### config.mk
export PLATFORM = sky130hd
export DESIGN_NAME = asym_lane_ram
export DESIGN_NICKNAME = d
export VERILOG_FILES = /design/src/hw/asym_ram_pkg.sv /design/src/hw/asym_lane_ram.sv
export VERILOG_INCLUDE_DIRS = /design/src /design/src/hw
export SDC_FILE = /design/constraint.sdc
export NUM_CORES = 2
export LEC_CHECK = 0
export ABC_CLOCK_PERIOD_IN_PS = 3230
export BUFFER_PORTS_ARGS = -buffer_cell sky130_fd_sc_hd__buf_2
export CAP_MARGIN = 20
export CORE_MARGIN = 10
export CORE_UTILIZATION = 57
export DETAILED_ROUTE_END_ITERATION = 7
export PLACE_DENSITY = 0.71
export SLEW_MARGIN = 20
export SYNTH_ARGS = -nofsm -noshare
export SYNTH_HDL_FRONTEND = slang
export SYNTH_SLANG_ARGS = --single-unit
### constraint.sdc
create_clock -name clk_i -period 3.23 [get_ports clk_i]
set_clock_uncertainty 0.2 [all_clocks]
set_input_delay 0.323 -clock clk_i [delete_from_list [all_inputs] [get_ports clk_i]]
set_output_delay 0.323 -clock clk_i [all_outputs]
set_load 0.005 [all_outputs]
### src/hw/asym_ram_macros.svh
/*
 * asymmetric RAM sizing: port widths, depth, lane count and byte order
 */
`ifndef ASYM_RAM_MACROS_SVH
`define ASYM_RAM_MACROS_SVH

// write port carries whole words
`define ASYM_W_DATA_W 32

// read port returns single bytes
`define ASYM_R_DATA_W 8

// width ratio, one byte-wide memory per lane
`define ASYM_LANES 4

// byte select field taken from the low read address bits
`define ASYM_LANE_SEL_W 2

// word address, 256 words deep
`define ASYM_W_ADDR_W 8

// byte address, word address plus byte select
`define ASYM_R_ADDR_W 10

// 0: select k returns word bits k*8 upward
// 1: select k returns lane 3-k
`define ASYM_BIG_ENDIAN 0

`endif

### src/hw/asym_ram_pkg.sv
/*
 * asymmetric RAM types
 * port requests, per-lane controls and data word types
 */
`include "asym_ram_macros.svh"

package asym_ram_pkg;

   // data types of the two ports
   typedef logic [`ASYM_W_DATA_W-1:0] w_word_t;
   typedef logic [`ASYM_R_DATA_W-1:0] r_byte_t;

   // byte position inside a word
   typedef logic [`ASYM_LANE_SEL_W-1:0] lane_sel_t;

   // one write port request, full word
   typedef struct packed {
      logic                      en;
      logic [`ASYM_W_ADDR_W-1:0] addr;
      w_word_t                   data;
   } wr_req_t;

   // one read port request, byte address
   typedef struct packed {
      logic                      en;
      logic [`ASYM_R_ADDR_W-1:0] addr;
   } rd_req_t;

   // write control seen by a single lane
   typedef struct packed {
      logic                      en;
      logic [`ASYM_W_ADDR_W-1:0] addr;
      r_byte_t                   data;
   } lane_wr_t;

   // read control seen by a single lane
   typedef struct packed {
      logic                      en;
      logic [`ASYM_W_ADDR_W-1:0] addr;
   } lane_rd_t;

endpackage

### src/hw/asym_lane_ram.sv
/*
 * asymmetric RAM lane: byte-wide dual-port memory
 * one write port, one read port with registered read-first output
 */
`timescale 1ns/1ps
`include "asym_ram_macros.svh"

module asym_lane_ram
   import asym_ram_pkg::*;
(
   input  logic     clk_i,
   input  lane_wr_t lane_wr_i,
   input  lane_rd_t lane_rd_i,
   output r_byte_t  lane_data_o
);

   localparam int unsigned DEPTH = 1 << `ASYM_W_ADDR_W;

   // storage, contents survive reset
   r_byte_t mem [DEPTH];

   // read data register
   r_byte_t rd_data_q;

   // write port
   always_ff @(posedge clk_i) begin
      if (lane_wr_i.en) begin
         mem[lane_wr_i.addr] <= lane_wr_i.data;
      end
   end

   // read port
   // a same-edge write is not yet in mem, so the old byte is returned
   always_ff @(posedge clk_i) begin
      if (lane_rd_i.en) begin
         rd_data_q <= mem[lane_rd_i.addr];
      end
   end

   // without a read enable the last value stays
   assign lane_data_o = rd_data_q;

endmodule

==> results.py <==
metrics = {
    "run_status": {
        "status": "complete, but fails checks",
        "failed_checks": "negative setup slack",
    },
    "grt": {
        "grt_usage_pct": 25.22,
        "antenna_found_initial": 11,
        "grt_pass1_wl_um": 286400,
        "grt_max_degree": 118,
        "grt_pass1_vias": 40680,
        "overflow": 0,
    },
    "timing": {
        "fmax_mhz": 306.6,
        "fin_ws_ns": -0.03173,
        "finalHoldViolCount": 0,
        "fin_crit_ns": 3.262,
        "maxSlewHeadroom_pct": 27.60,
        "timing.hold.ws_ns": 0.03527,
        "report.final.slew_viol_count": 0,
        "min_period_over_period_pct": 101.0,
        "rsz0062_at_grt": "false",
        "fin_setup_tns_ns": -0.03173,
        "worst_slew_pin_slew_ns": 1.076,
        "setup_violations": 1,
    },
    "detailed_routing": {
        "wl_um": 196100,
        "drc": 0,
        "drt-pass1-iter-count": 5,
        "viasPerCell": 6.484,
        "drtIter0Drc": 5310,
        "num_vias": 40710,
        "drtAntennaViolNets": 0,
        "wl_per_cell_um": 31.23,
    },
    "yosys": {
        "syn_avg_cell_area_um2": 21.33,
        "syn_area_um2": 79640,
        "synth_cells": 3733,
        "synth_edf_count": 2056,
        "synthArstFlopShare_pct": 0,
        "seq_area_frac_synth_pct": 77.53,
        "syn_nets": 3760,
        "ys_ff_latch": 2056,
        "ys_warn_count": 0,
        "ys.flop_type": "edfxtp_1",
        "yosysUniqueCellTypes": 54,
    },
    "setup_path": {
        "path_cells": "mux4_2 > nor2b_1 > a211oi_1 > nor3_1 > nor4_1 > buf_4 > nor4_2",
        "cp.required_ns": 3.60,
        "reg2reg_from": "mem[96][0]$_DFFE_PP_",
        "crit_family": "simple AND/OR/NAND/NOR gates",
        "max_stage_delay_ns": 0.95,
        "cp_max_fo": 1,
        "critPathCaptureType": "flop",
        "cp-start-kind": "flop",
        "crit_arrival_ns": 3.64,
        "r2r_cells": 7,
        "critical_path_class": "reg2reg",
        "r2r-end": "lane_data_o[0]$_DFFE_PP_",
        "regToRegSetupSlack_ns": -0.03,
        "cp_slowest_cell": "nor4_1",
        "cp_num_buf_inv": 1,
    },
    "power": {
        "power.density_nw_per_um2": 600.3,
        "p_leak_nw": 29.28,
        "irDropWorstVdd_v": 0.0004792,
    },
    "worst_hold_path": {
        "min_to": "mem[187][7]$_DFFE_PP_",
        "worstHoldPathCells": 1,
        "hp-class": "in2reg",
        "worstHoldStart": "lane_wr_i[7]",
    },
    "die": {
        "core_um2": 139200,
        "io_pins": 35,
        "rows": 137,
        "die-height_um": 393.8,
        "dieArea_um2": 155100,
        "dieWidth_um": 393.8,
        "start_util_pct": 57.21,
    },
    "clock_network": {
        "cts_tree": "yes",
        "ctsLongestPathBuffers": 3,
        "htree_levels": 4,
        "insertion_delay_ns": 0.83,
        "clk_pin_slew_worst_paths_ns": 0.06,
        "cts_sinks": 2056,
        "numCtsBuffers": 196,
        "postCtsSetupBuffers": 0,
        "cts_hold_buf": 12,
        "ctsResizeCount": 0,
        "cts_root_buf": "clkbuf_16",
    },
    "finish": {
        "syn_to_final_growth_pct": 15.02,
        "layout.nets": 4262,
        "utilization_pct": 65.81,
        "drive_above_1_share_pct": 29.03,
    },
    "placement": {
        "dp_hpwl_um": 124600,
        "place.port_buffers": 34,
        "gp_congestion": 0.8972,
    },
    "run": {
        "maxCapViolations": 0,
    },
}
==> where the power goes <==
group	total [mW]	internal [mW]	switching [mW]
sequential	29.5	29.4	0.0377
clock	22.7	12.9	9.72
combinational	2.86	1.09	1.77
total	55.0	43.5	11.5
==> state kept, by name, summed over array words and instances, names as in the netlist <==
| name | cells |
|---|---|
| mem | 2048 |
| lane_data_o | 8 |
==> final cells by class <==
class	count	area [um2]
tap	1876	2347
antenna	4	10.01
sequential	2056	61740
clock buffer	240	5112
clock inverter	122	1210
inverter	2	7.507
timing repair buffer	537	4676
multi-input combinational	1442	16490
fill	8855	47590
==> layer usage <==
layer  track usage (%)  wire length [um]  vias to the layer above
met2             39.98             95430                     2380
met3             6.140             21070                      392
met4             8.294              6510                       16
met5                 0               115                        -
li1                  -                 -                    16720
met1             34.74             72940                    21210
==> cells in the final DEF, fill, tap and decap left out, drive strengths merged, types with 6 or more instances in the layout <==
cell         count
edfxtp        2056
buf            522
mux4           456
nor2           282
clkbuf         243
mux2i          134
a22oi          133
a21oi           96
clkinv          81
o221ai          47
nand3           34
nand2           33
nor2b           31
o22ai           28
nor4            27
nor3            22
bufinv          21
a211oi          16
a221oi          14
inv             13
dlygate4sd3     12
o21ai           12
nand4           10
o211ai          10
clkinvlp         9
nand2b           8
a22o             8
and2             6
==> worst max path at each step <==
| stage | startpoint | to | slack [ns] | cells past startpoint |
|---|---|---|---|---|
| floorplan | lane_rd_i[0] | lane_data_o[2]$_DFFE_PP_ | 0.63 | 9 |
| global placement | lane_rd_i[0] | lane_data_o[0]$_DFFE_PP_ | -0.94 | 8 |
| detailed placement | lane_rd_i[0] | lane_data_o[0]$_DFFE_PP_ | -0.48 | 8 |
| CTS | mem[96][0]$_DFFE_PP_ | lane_data_o[0]$_DFFE_PP_ | 0.12 | 7 |
| global route | mem[96][0]$_DFFE_PP_ | lane_data_o[0]$_DFFE_PP_ | 0.0002 | 7 |
| finish | mem[96][0]$_DFFE_PP_ | lane_data_o[0]$_DFFE_PP_ | -0.03 | 7 |
==> kinds of logic (layout without fill, tap and decap cells) <==
kind of cell,after synthesis,after routing,synth area share (%)
other,0,4,0
AND/OR/NAND/NOR,466,466,2.625
buffers and inverters,235,901,1.829
multiplexers,591,591,14.60
AO/OA/AOI/OAI,385,385,3.416
flip-flops,2056,2056,77.53
==> cells in the mapped netlist, drive strengths merged (2+ instances only) <==
| cell | number | area share [%] |
|---|---|---|
| o32ai | 5 | 0.064 |
| a31oi | 2 | 0.016 |
| and3b | 2 | 0.022 |
| o21ai | 12 | 0.075 |
| o211ai | 10 | 0.094 |
| nor3 | 22 | 0.14 |
| mux4 | 456 | 13 |
| nand2b | 8 | 0.063 |
| mux2i | 134 | 1.7 |
| a21oi | 96 | 0.60 |
| nand2 | 33 | 0.16 |
| or2 | 4 | 0.031 |
| buf | 122 | 1.3 |
| edfxtp | 2056 | 78 |
| nand4 | 10 | 0.079 |
| a211oi | 16 | 0.15 |
| nor2 | 282 | 1.3 |
| a221oi | 14 | 0.16 |
| clkbuf | 111 | 0.52 |
| nor4 | 27 | 0.24 |
| a22oi | 133 | 1.3 |
| o22a | 5 | 0.055 |
| o221ai | 47 | 0.52 |
| nand3b | 2 | 0.019 |
| nand3 | 34 | 0.21 |
| o22ai | 28 | 0.22 |
| a22o | 8 | 0.088 |
| a2111oi | 5 | 0.066 |
| and2 | 6 | 0.047 |
| nor2b | 31 | 0.24 |
| a311oi | 2 | 0.022 |
==> per-stage QoR <==
| step | power (mW) | area, um2 | setup slack, ns | instances |
|---|---|---|---|---|
| 2_1_floorplan | 31.44 | 79640 | 0.6309 | 3733 |
| 3_3_place_gp | 32.81 | 85110 | -0.9388 | 5899 |
| 3_5_place_dp | 32.86 | 85140 | -0.4804 | 5901 |
| 4_1_cts | 55.25 | 91590 | 0.1152 | 6275 |
| 5_1_grt | 56.42 | 91590 | 0.0001632 | 6275 |
| 6_report | 54.98 | 91600 | -0.03173 | 6279 |
==> worst reg2reg max path, delay by kind of cell (launching register included) <==
family	cells	cell delay [ns]
AO/OA/AOI/OAI	1	0.44
buffers and inverters	1	0.26
multiplexers	1	0.47
flip-flops	1	0.38
AND/OR/NAND/NOR	4	1.26
Note: power is estimated with default switching activity, not from simulation.
