### src/hw/asym_ram_macros.svh
/*
 * asymmetric RAM sizing: port widths, depth, lane count and byte order
 */
`ifndef ASYM_RAM_MACROS_SVH
`define ASYM_RAM_MACROS_SVH

// write port carries whole words
`define ASYM_W_DATA_W 32

// read port returns single bytes
`define ASYM_R_DATA_W 8

// width ratio, one byte-wide memory per lane
`define ASYM_LANES 4

// byte select field taken from the low read address bits
`define ASYM_LANE_SEL_W 2

// word address, 256 words deep
`define ASYM_W_ADDR_W 8

// byte address, word address plus byte select
`define ASYM_R_ADDR_W 10

// 0: select k returns word bits k*8 upward
// 1: select k returns lane 3-k
`define ASYM_BIG_ENDIAN 0

`endif

### src/hw/asym_ram_pkg.sv
/*
 * asymmetric RAM types
 * port requests, per-lane controls and data word types
 */
`include "asym_ram_macros.svh"

package asym_ram_pkg;

   // data types of the two ports
   typedef logic [`ASYM_W_DATA_W-1:0] w_word_t;
   typedef logic [`ASYM_R_DATA_W-1:0] r_byte_t;

   // byte position inside a word
   typedef logic [`ASYM_LANE_SEL_W-1:0] lane_sel_t;

   // one write port request, full word
   typedef struct packed {
      logic                      en;
      logic [`ASYM_W_ADDR_W-1:0] addr;
      w_word_t                   data;
   } wr_req_t;

   // one read port request, byte address
   typedef struct packed {
      logic                      en;
      logic [`ASYM_R_ADDR_W-1:0] addr;
   } rd_req_t;

   // write control seen by a single lane
   typedef struct packed {
      logic                      en;
      logic [`ASYM_W_ADDR_W-1:0] addr;
      r_byte_t                   data;
   } lane_wr_t;

   // read control seen by a single lane
   typedef struct packed {
      logic                      en;
      logic [`ASYM_W_ADDR_W-1:0] addr;
   } lane_rd_t;

endpackage

### src/hw/asym_read_gather.sv
/*
 * asymmetric RAM read gather
 * picks the addressed byte from the lanes and holds it between reads
 */
`timescale 1ns/1ps
`include "asym_ram_macros.svh"

module asym_read_gather
   import asym_ram_pkg::*;
(
   input  logic                        clk_i,
   input  logic                        rst_i,
   input  rd_req_t                     rd_req_i,
   input  r_byte_t [`ASYM_LANES-1:0]   lane_data_i,
   output r_byte_t                     r_data_o
);

   localparam int unsigned SEL_W = `ASYM_LANE_SEL_W;

   // lane data is fresh in the cycle after a read
   logic valid_q;

   // byte select of the last read
   lane_sel_t sel_q;

   // last returned byte
   r_byte_t hold_q;

   // lane index for the registered select
   lane_sel_t lane_idx;

   // byte taken from the lanes
   r_byte_t picked;

   always_ff @(posedge clk_i) begin
      if (rst_i) begin
         valid_q <= 1'b0;
      end else begin
         valid_q <= rd_req_i.en;
      end
   end

   // only updated on a read, so it lines up with the lane register
   always_ff @(posedge clk_i) begin
      if (rst_i) begin
         sel_q <= '0;
      end else if (rd_req_i.en) begin
         sel_q <= rd_req_i.addr[SEL_W-1:0];
      end
   end

   generate
      if (`ASYM_BIG_ENDIAN) begin : g_big_endian
         assign lane_idx = ~sel_q;
      end else begin : g_little_endian
         assign lane_idx = sel_q;
      end
   endgenerate

   assign picked = lane_data_i[lane_idx];

   // capture the byte while it is valid
   always_ff @(posedge clk_i) begin
      if (rst_i) begin
         hold_q <= '0;
      end else if (valid_q) begin
         hold_q <= picked;
      end
   end

   // bypass on the read cycle, hold afterwards
   always_comb begin
      if (valid_q) begin
         r_data_o = picked;
      end else begin
         r_data_o = hold_q;
      end
   end

endmodule

### config.mk
export PLATFORM = sky130hd
export DESIGN_NAME = asym_read_gather
export DESIGN_NICKNAME = d
export VERILOG_FILES = /design/src/hw/asym_ram_pkg.sv /design/src/hw/asym_read_gather.sv
export VERILOG_INCLUDE_DIRS = /design/src /design/src/hw
export SDC_FILE = /design/constraint.sdc
export NUM_CORES = 1
export LEC_CHECK = 0
export CORE_MARGIN = 3
export CORE_UTILIZATION = 53
export DETAILED_ROUTE_END_ITERATION = 10
export DONT_BUFFER_PORTS = 1
export PLACE_DENSITY = 0.79
export SLEW_MARGIN = 20
export SYNTH_ARGS = -nofsm -noshare
export SYNTH_HDL_FRONTEND = slang
export SYNTH_SLANG_ARGS = --single-unit
export TNS_END_PERCENT = 30
### constraint.sdc
create_clock -name clk_i -period 1.1 [get_ports clk_i]
set_input_delay 0.055 -clock clk_i [delete_from_list [all_inputs] [get_ports clk_i]]
set_output_delay 0.055 -clock clk_i [all_outputs]
set_load 0.1 [all_outputs]
==> results by group, run 1 <==
Status
  • Outcome: aborted with a tool error
  • Failing step: 3_5_place_dp
  • Log Error: [ERROR DPL-0038] Utilization greater than 100%, impossible to legalize

Logic synthesis
  • Mapped Area: roughly 750 sq um
  • Post-synth top area share: 0.2938
  • Cell taking the most area after synthesis: dfxtp_1
  • Register area share after synthesis: 0.2938
  • FF+latch count, synth: 11
  • Net Count, Synth: between 100 and 150
  • Synth Area in XOR/XNOR: 0
  • Compound-Gate Fraction of Synth Area: 0.1870
  • Fraction of synthesized area in multiplexers: 0.2404
  • Gate Count Post-Synth: 75
  • Mean area per synthesized cell: 9.993 sq um
  • Ranking of synthesized cells by area: dfxtp_1 29%, mux2i_1 24%, o221ai_1 19%
  • Largest family of logic cells by synthesized area: multiplexers
  • Cell variety after synth: 16
  • Synth Area in Simple Gates: 0.2154
  • Share of synthesized cell area in full adder, half adder and majority cells: 0
  • Warning count from the yosys run: 0

Floorplan
  • Num ports: 53
  • Row count: 12
  • Die width: ~44 um
  • Die Y: 43.61 um
  • Initial core utilization: 0.6163

Placement
  • PortBufs: 0
  • Routability Congestion: roughly 0.73
## metrics by stage
| stage | TNS (ns) | area [sq um] | std cells | setup WS, ns |
|---|---|---|---|---|
| global placement | -1.693 | 1246 | 111 | -0.1254 |
| floorplan | -2.858 | 958.4 | 75 | -0.3122 |
## Yosys cell counts (all sizes together)
| cell | count |
|---|---|
| nor2b | 1 |
| or2b | 1 |
| nand2b | 8 |
| buf | 6 |
| or3b | 9 |
| o221ai | 16 |
| nand3b | 1 |
| nor2 | 2 |
| clkbuf | 1 |
| mux2i | 18 |
| nand2 | 1 |
| dfxtp | 11 |
## kinds of logic after synthesis
logic type | count (synthesis)
AND/OR/NAND/NOR | 23
multiplexers | 18
AO/OA/AOI/OAI | 16
flip-flops | 11
buffers and inverters | 7
==> run 2: changes to the inputs <==
--- a/config.mk
+++ b/config.mk
@@ -6,11 +6,11 @@
 export SDC_FILE = /design/constraint.sdc
 export NUM_CORES = 1
 export LEC_CHECK = 0
-export CORE_MARGIN = 3
-export CORE_UTILIZATION = 53
+export CORE_AREA = 3 3 64 66
 export DETAILED_ROUTE_END_ITERATION = 10
+export DIE_AREA = 0 0 67 69
 export DONT_BUFFER_PORTS = 1
-export PLACE_DENSITY = 0.79
+export PLACE_DENSITY_LB_ADDON = 0.15
 export SLEW_MARGIN = 20
 export SYNTH_ARGS = -nofsm -noshare
 export SYNTH_HDL_FRONTEND = slang
==> constraint.sdc (replaced) <==
create_clock -name clk_i -period 1.43 [get_ports clk_i]
set_input_delay 0.0715 -clock clk_i [delete_from_list [all_inputs] [get_ports clk_i]]
set_output_delay 0.0715 -clock clk_i [all_outputs]
set_load 0.1 [all_outputs]
==> run 2 against run 1 <==
Compared with the run above: the flow now finishes, with violations (negative setup slack); synthesized area unchanged; synthesized cell count is the same.
==> results by group, run 2 <==
Logic synthesis
  • Net Count, Synth: 120 (unchanged)
  • Gate Count Post-Synth: 75 (unchanged)
  • Mapped Area: 749.5 sq um (unchanged)
  • Most frequent cell after synthesis: mux2i_1
  • Post-synth top area share: 0.2938 (unchanged)
  • EDFF count, synth: 0 (unchanged)
  • Warning count from the yosys run: 0 (unchanged)
  • Post-synth top cells: 18 x mux2i_1, 16 x o221ai_1, 11 x dfxtp_1
  • Register area share after synthesis: 0.2938 (unchanged)
  • Cell taking the most area after synthesis: dfxtp_1
  • Mean area per synthesized cell: 9.993 sq um (unchanged)
  • Ranking of synthesized cells by area: dfxtp_1 29%, mux2i_1 24%, o221ai_1 19%
  • FF+latch count, synth: 11 (unchanged)
  • Asr flop ratio synth: 0 (unchanged)
  • Top_reg_cell synth: dfxtp_1
  • Cell variety after synth: 16 (unchanged)

Layout
  • Core Util, Final: 0.4167
  • Largest register FFs: 8
  • Area Overhead vs Synth: 102.0%
  • Most common cell after layout, fill and taps aside: mux2i_4
  • Layout cells sized above 1: 0.6122
  • Antenna diode count: 0
  • Fillers: 360
  • Reg with most FFs: hold_q
  • Non-filler cells, final: approximately 150
  • Layout Nets: 144
  • Commonest non-fill, non-tap cells in the layout: 15 x mux2i_4, 10 x buf_4, 9 x buf_12

GRT
  • Gr usage total: 0.1100
  • Total grt overflow: 0
  • Antenna violations before repair: 0
  • First-pass GRT wire length: between 3 and 4 mm
  • Largest net degree at the start of global routing: 12
  • Vias in the first global route: ~780

Timing
  • Max Slew Vio Count: 0
  • Final Worst Setup Slack: -0.05961 ns
  • Worst Max-Slew Pin Slew: 0.3875 ns
  • Final Cycle Share: 1.042
  • RSZ-0062 raised after global routing: true
  • Rel. slew slack: 0.7409
  • Clk_skew: 0.0005917 ns
  • Tmin final: between 1 and 1.5 ns
  • Final hold vios: 0
  • Fmax: about 670 MHz
  • Setup violators final: 8
  • Hold slack: 0.06372 ns

Critical path
  • Crit Path Category: reg -> out
  • Critical path launch point type: flop
  • Slowest cell delay on critical path: ~0.40 ns
  • CP most frequent cell: buf_12
  • Worst Path Required: approximately 1.4 ns
  • Crit path cell chain: buf_12, mux2i_4, o221ai_4, buf_12
  • CP delay by family, top: flip-flops
  • Setup crit end kind: output port
  • Critical path fanouts, max: 7
  • CP max stage cell: dfxtp_4
  • CP Buf/Inv Count: 2
  • WP data arrival: around 1.4 ns

Floorplan
  • Die Area: 4623 sq um
  • Initial core utilization: 0.2063 (-0.4100)
  • Die width: 67 um (+54%)
  • Core area: between 3000 and 4000 sq um
  • Row count: 22 (+10)
  • Num ports: 53 (unchanged)
  • Die Y: 69 um (+58%)

Power and ir drop
  • Clock network fraction of total power: 0.247
  • Sequential share of power: 0.279
  • Sw Pwr: ~430 uW
  • Internal Pwr Total: between 700 and 800 uW
  • Total chip power: 1221 uW
  • Comb power frac: 0.474
  • Power density cells: ~810 nW/um^2
  • Peak supply drop: about 670 uV
  • Sw Ratio: 0.3507
  • Leak Pwr: roughly 0.00047 uW

Min path
  • Hold/Removal Path Class: in -> reg

Detailed routing
  • Vias: 709
  • First-pass detailed-route iteration total: 3
  • Via/cell ratio: between 4 and 5
  • Wirelength, routed: approximately 2.4 mm
  • WL/cell: around 16 um
  • # DRC: 0
  • ANT nets after route: 0
  • Starting DRT DRC Count: 22

Clock tree
  • CTS tree: built
  • CTS clock-pin slew for the worst setup and hold paths: 0.05 ns
  • Root buf cell: clkbuf_8
  • Clk buf depth: 2
  • H-tree levels: 1
  • Worst-skew pair later-pin latency: between 0.2 and 0.25 ns
  • Clock sinks: 11
  • Number of CTS-inserted buffers: 3

Flow run
  • Max cap viols: 0

Status
  • Failing checks: negative setup slack
  • Outcome: complete, but fails checks

Placement
  • PortBufs: 0 (unchanged)
  • Placed instance count: about 130
  • Detailed placement HPWL: roughly 1.7 mm
  • Routability Congestion: 0.6273 (-14%)
[run 2: metrics by stage]
stage               area [sq um]    TNS [ns]  worst slack, ns
floorplan                  958.4           0         0.001305
global placement            1179           0          0.02644
detailed placement          1179  -0.0001950       -0.0001950
CTS                         1503     -0.5821         -0.09785
global route                1514     -0.8475          -0.1275
finish                      1514     -0.3543         -0.05961
[run 2: kinds of logic after synthesis]
group           Yosys count  synth area share
mux                      18            0.2404
flops                    11            0.2938
buf+inv                   7           0.06343
compound gates           16            0.1870
simple gates             23            0.2154
[run 2: metal layers]
| layer | wire length (um) | GRT usage |
|---|---|---|
| met5 | 0 | 0 |
| met1 | 874 | 0.1280 |
| met2 | 1289 | 0.1943 |
| met4 | 10 | 0.01351 |
| met3 | 185 | 0.03909 |
[run 2: timing repair]
action	4_1_cts	5_1_grt
endpoints found under the hold margin	3	0
gates resized for setup	31	1
setup buffers	4	1
hold buffers	4	0
pin swaps	6	5
gates cloned	1	0
endpoints found under the setup margin	8	9
[run 2: worst paths after layout]
path	start	end	slack, ns	cells past startpoint
max reg2reg	lane_idx[0]	lane_idx[0]	0.09	4
min reg2reg	lane_idx[1]	lane_idx[1]	0.53	2
max	lane_idx[0]	r_data_o[4]	-0.06	4
min	lane_data_i[20]	hold_q[4]	0.06	2
[run 2: layout make-up]
class / count / area [sq um] / share of cell area
multi-input combinational: 57 / 833.3 / 0.5504
tap: 48 / 60.06 / 0.03967
timing repair buffer: 26 / 349.1 / 0.2306
sequential: 11 / 226.5 / 0.1496
clock buffer: 4 / 45.04 / 0.02975
[run 2: power groups by stage]
| stage | logic (uW) | registers, uW | clock network [uW] |
|---|---|---|---|
| after global routing | 606 | 343 | 331 |
| after CTS | 581 | 340 | 318 |
| after detailed placement | 492 | 344 | 0 |
| after floorplan | 365 | 342 | 0 |
| after global placement | 486 | 343 | 0 |
| final | 579 | 340 | 301 |
[run 2: worst reg2reg max path: cells and delay by family (launching register included)]
| family | cells | cell delay, ns |
|---|---|---|
| buffers and inverters | 2 | 0.69 |
| and+or+nand+nor | 1 | 0.05 |
| DFF | 1 | 0.37 |
| muxes | 1 | 0.12 |
(Power assumes the default switching activity.)
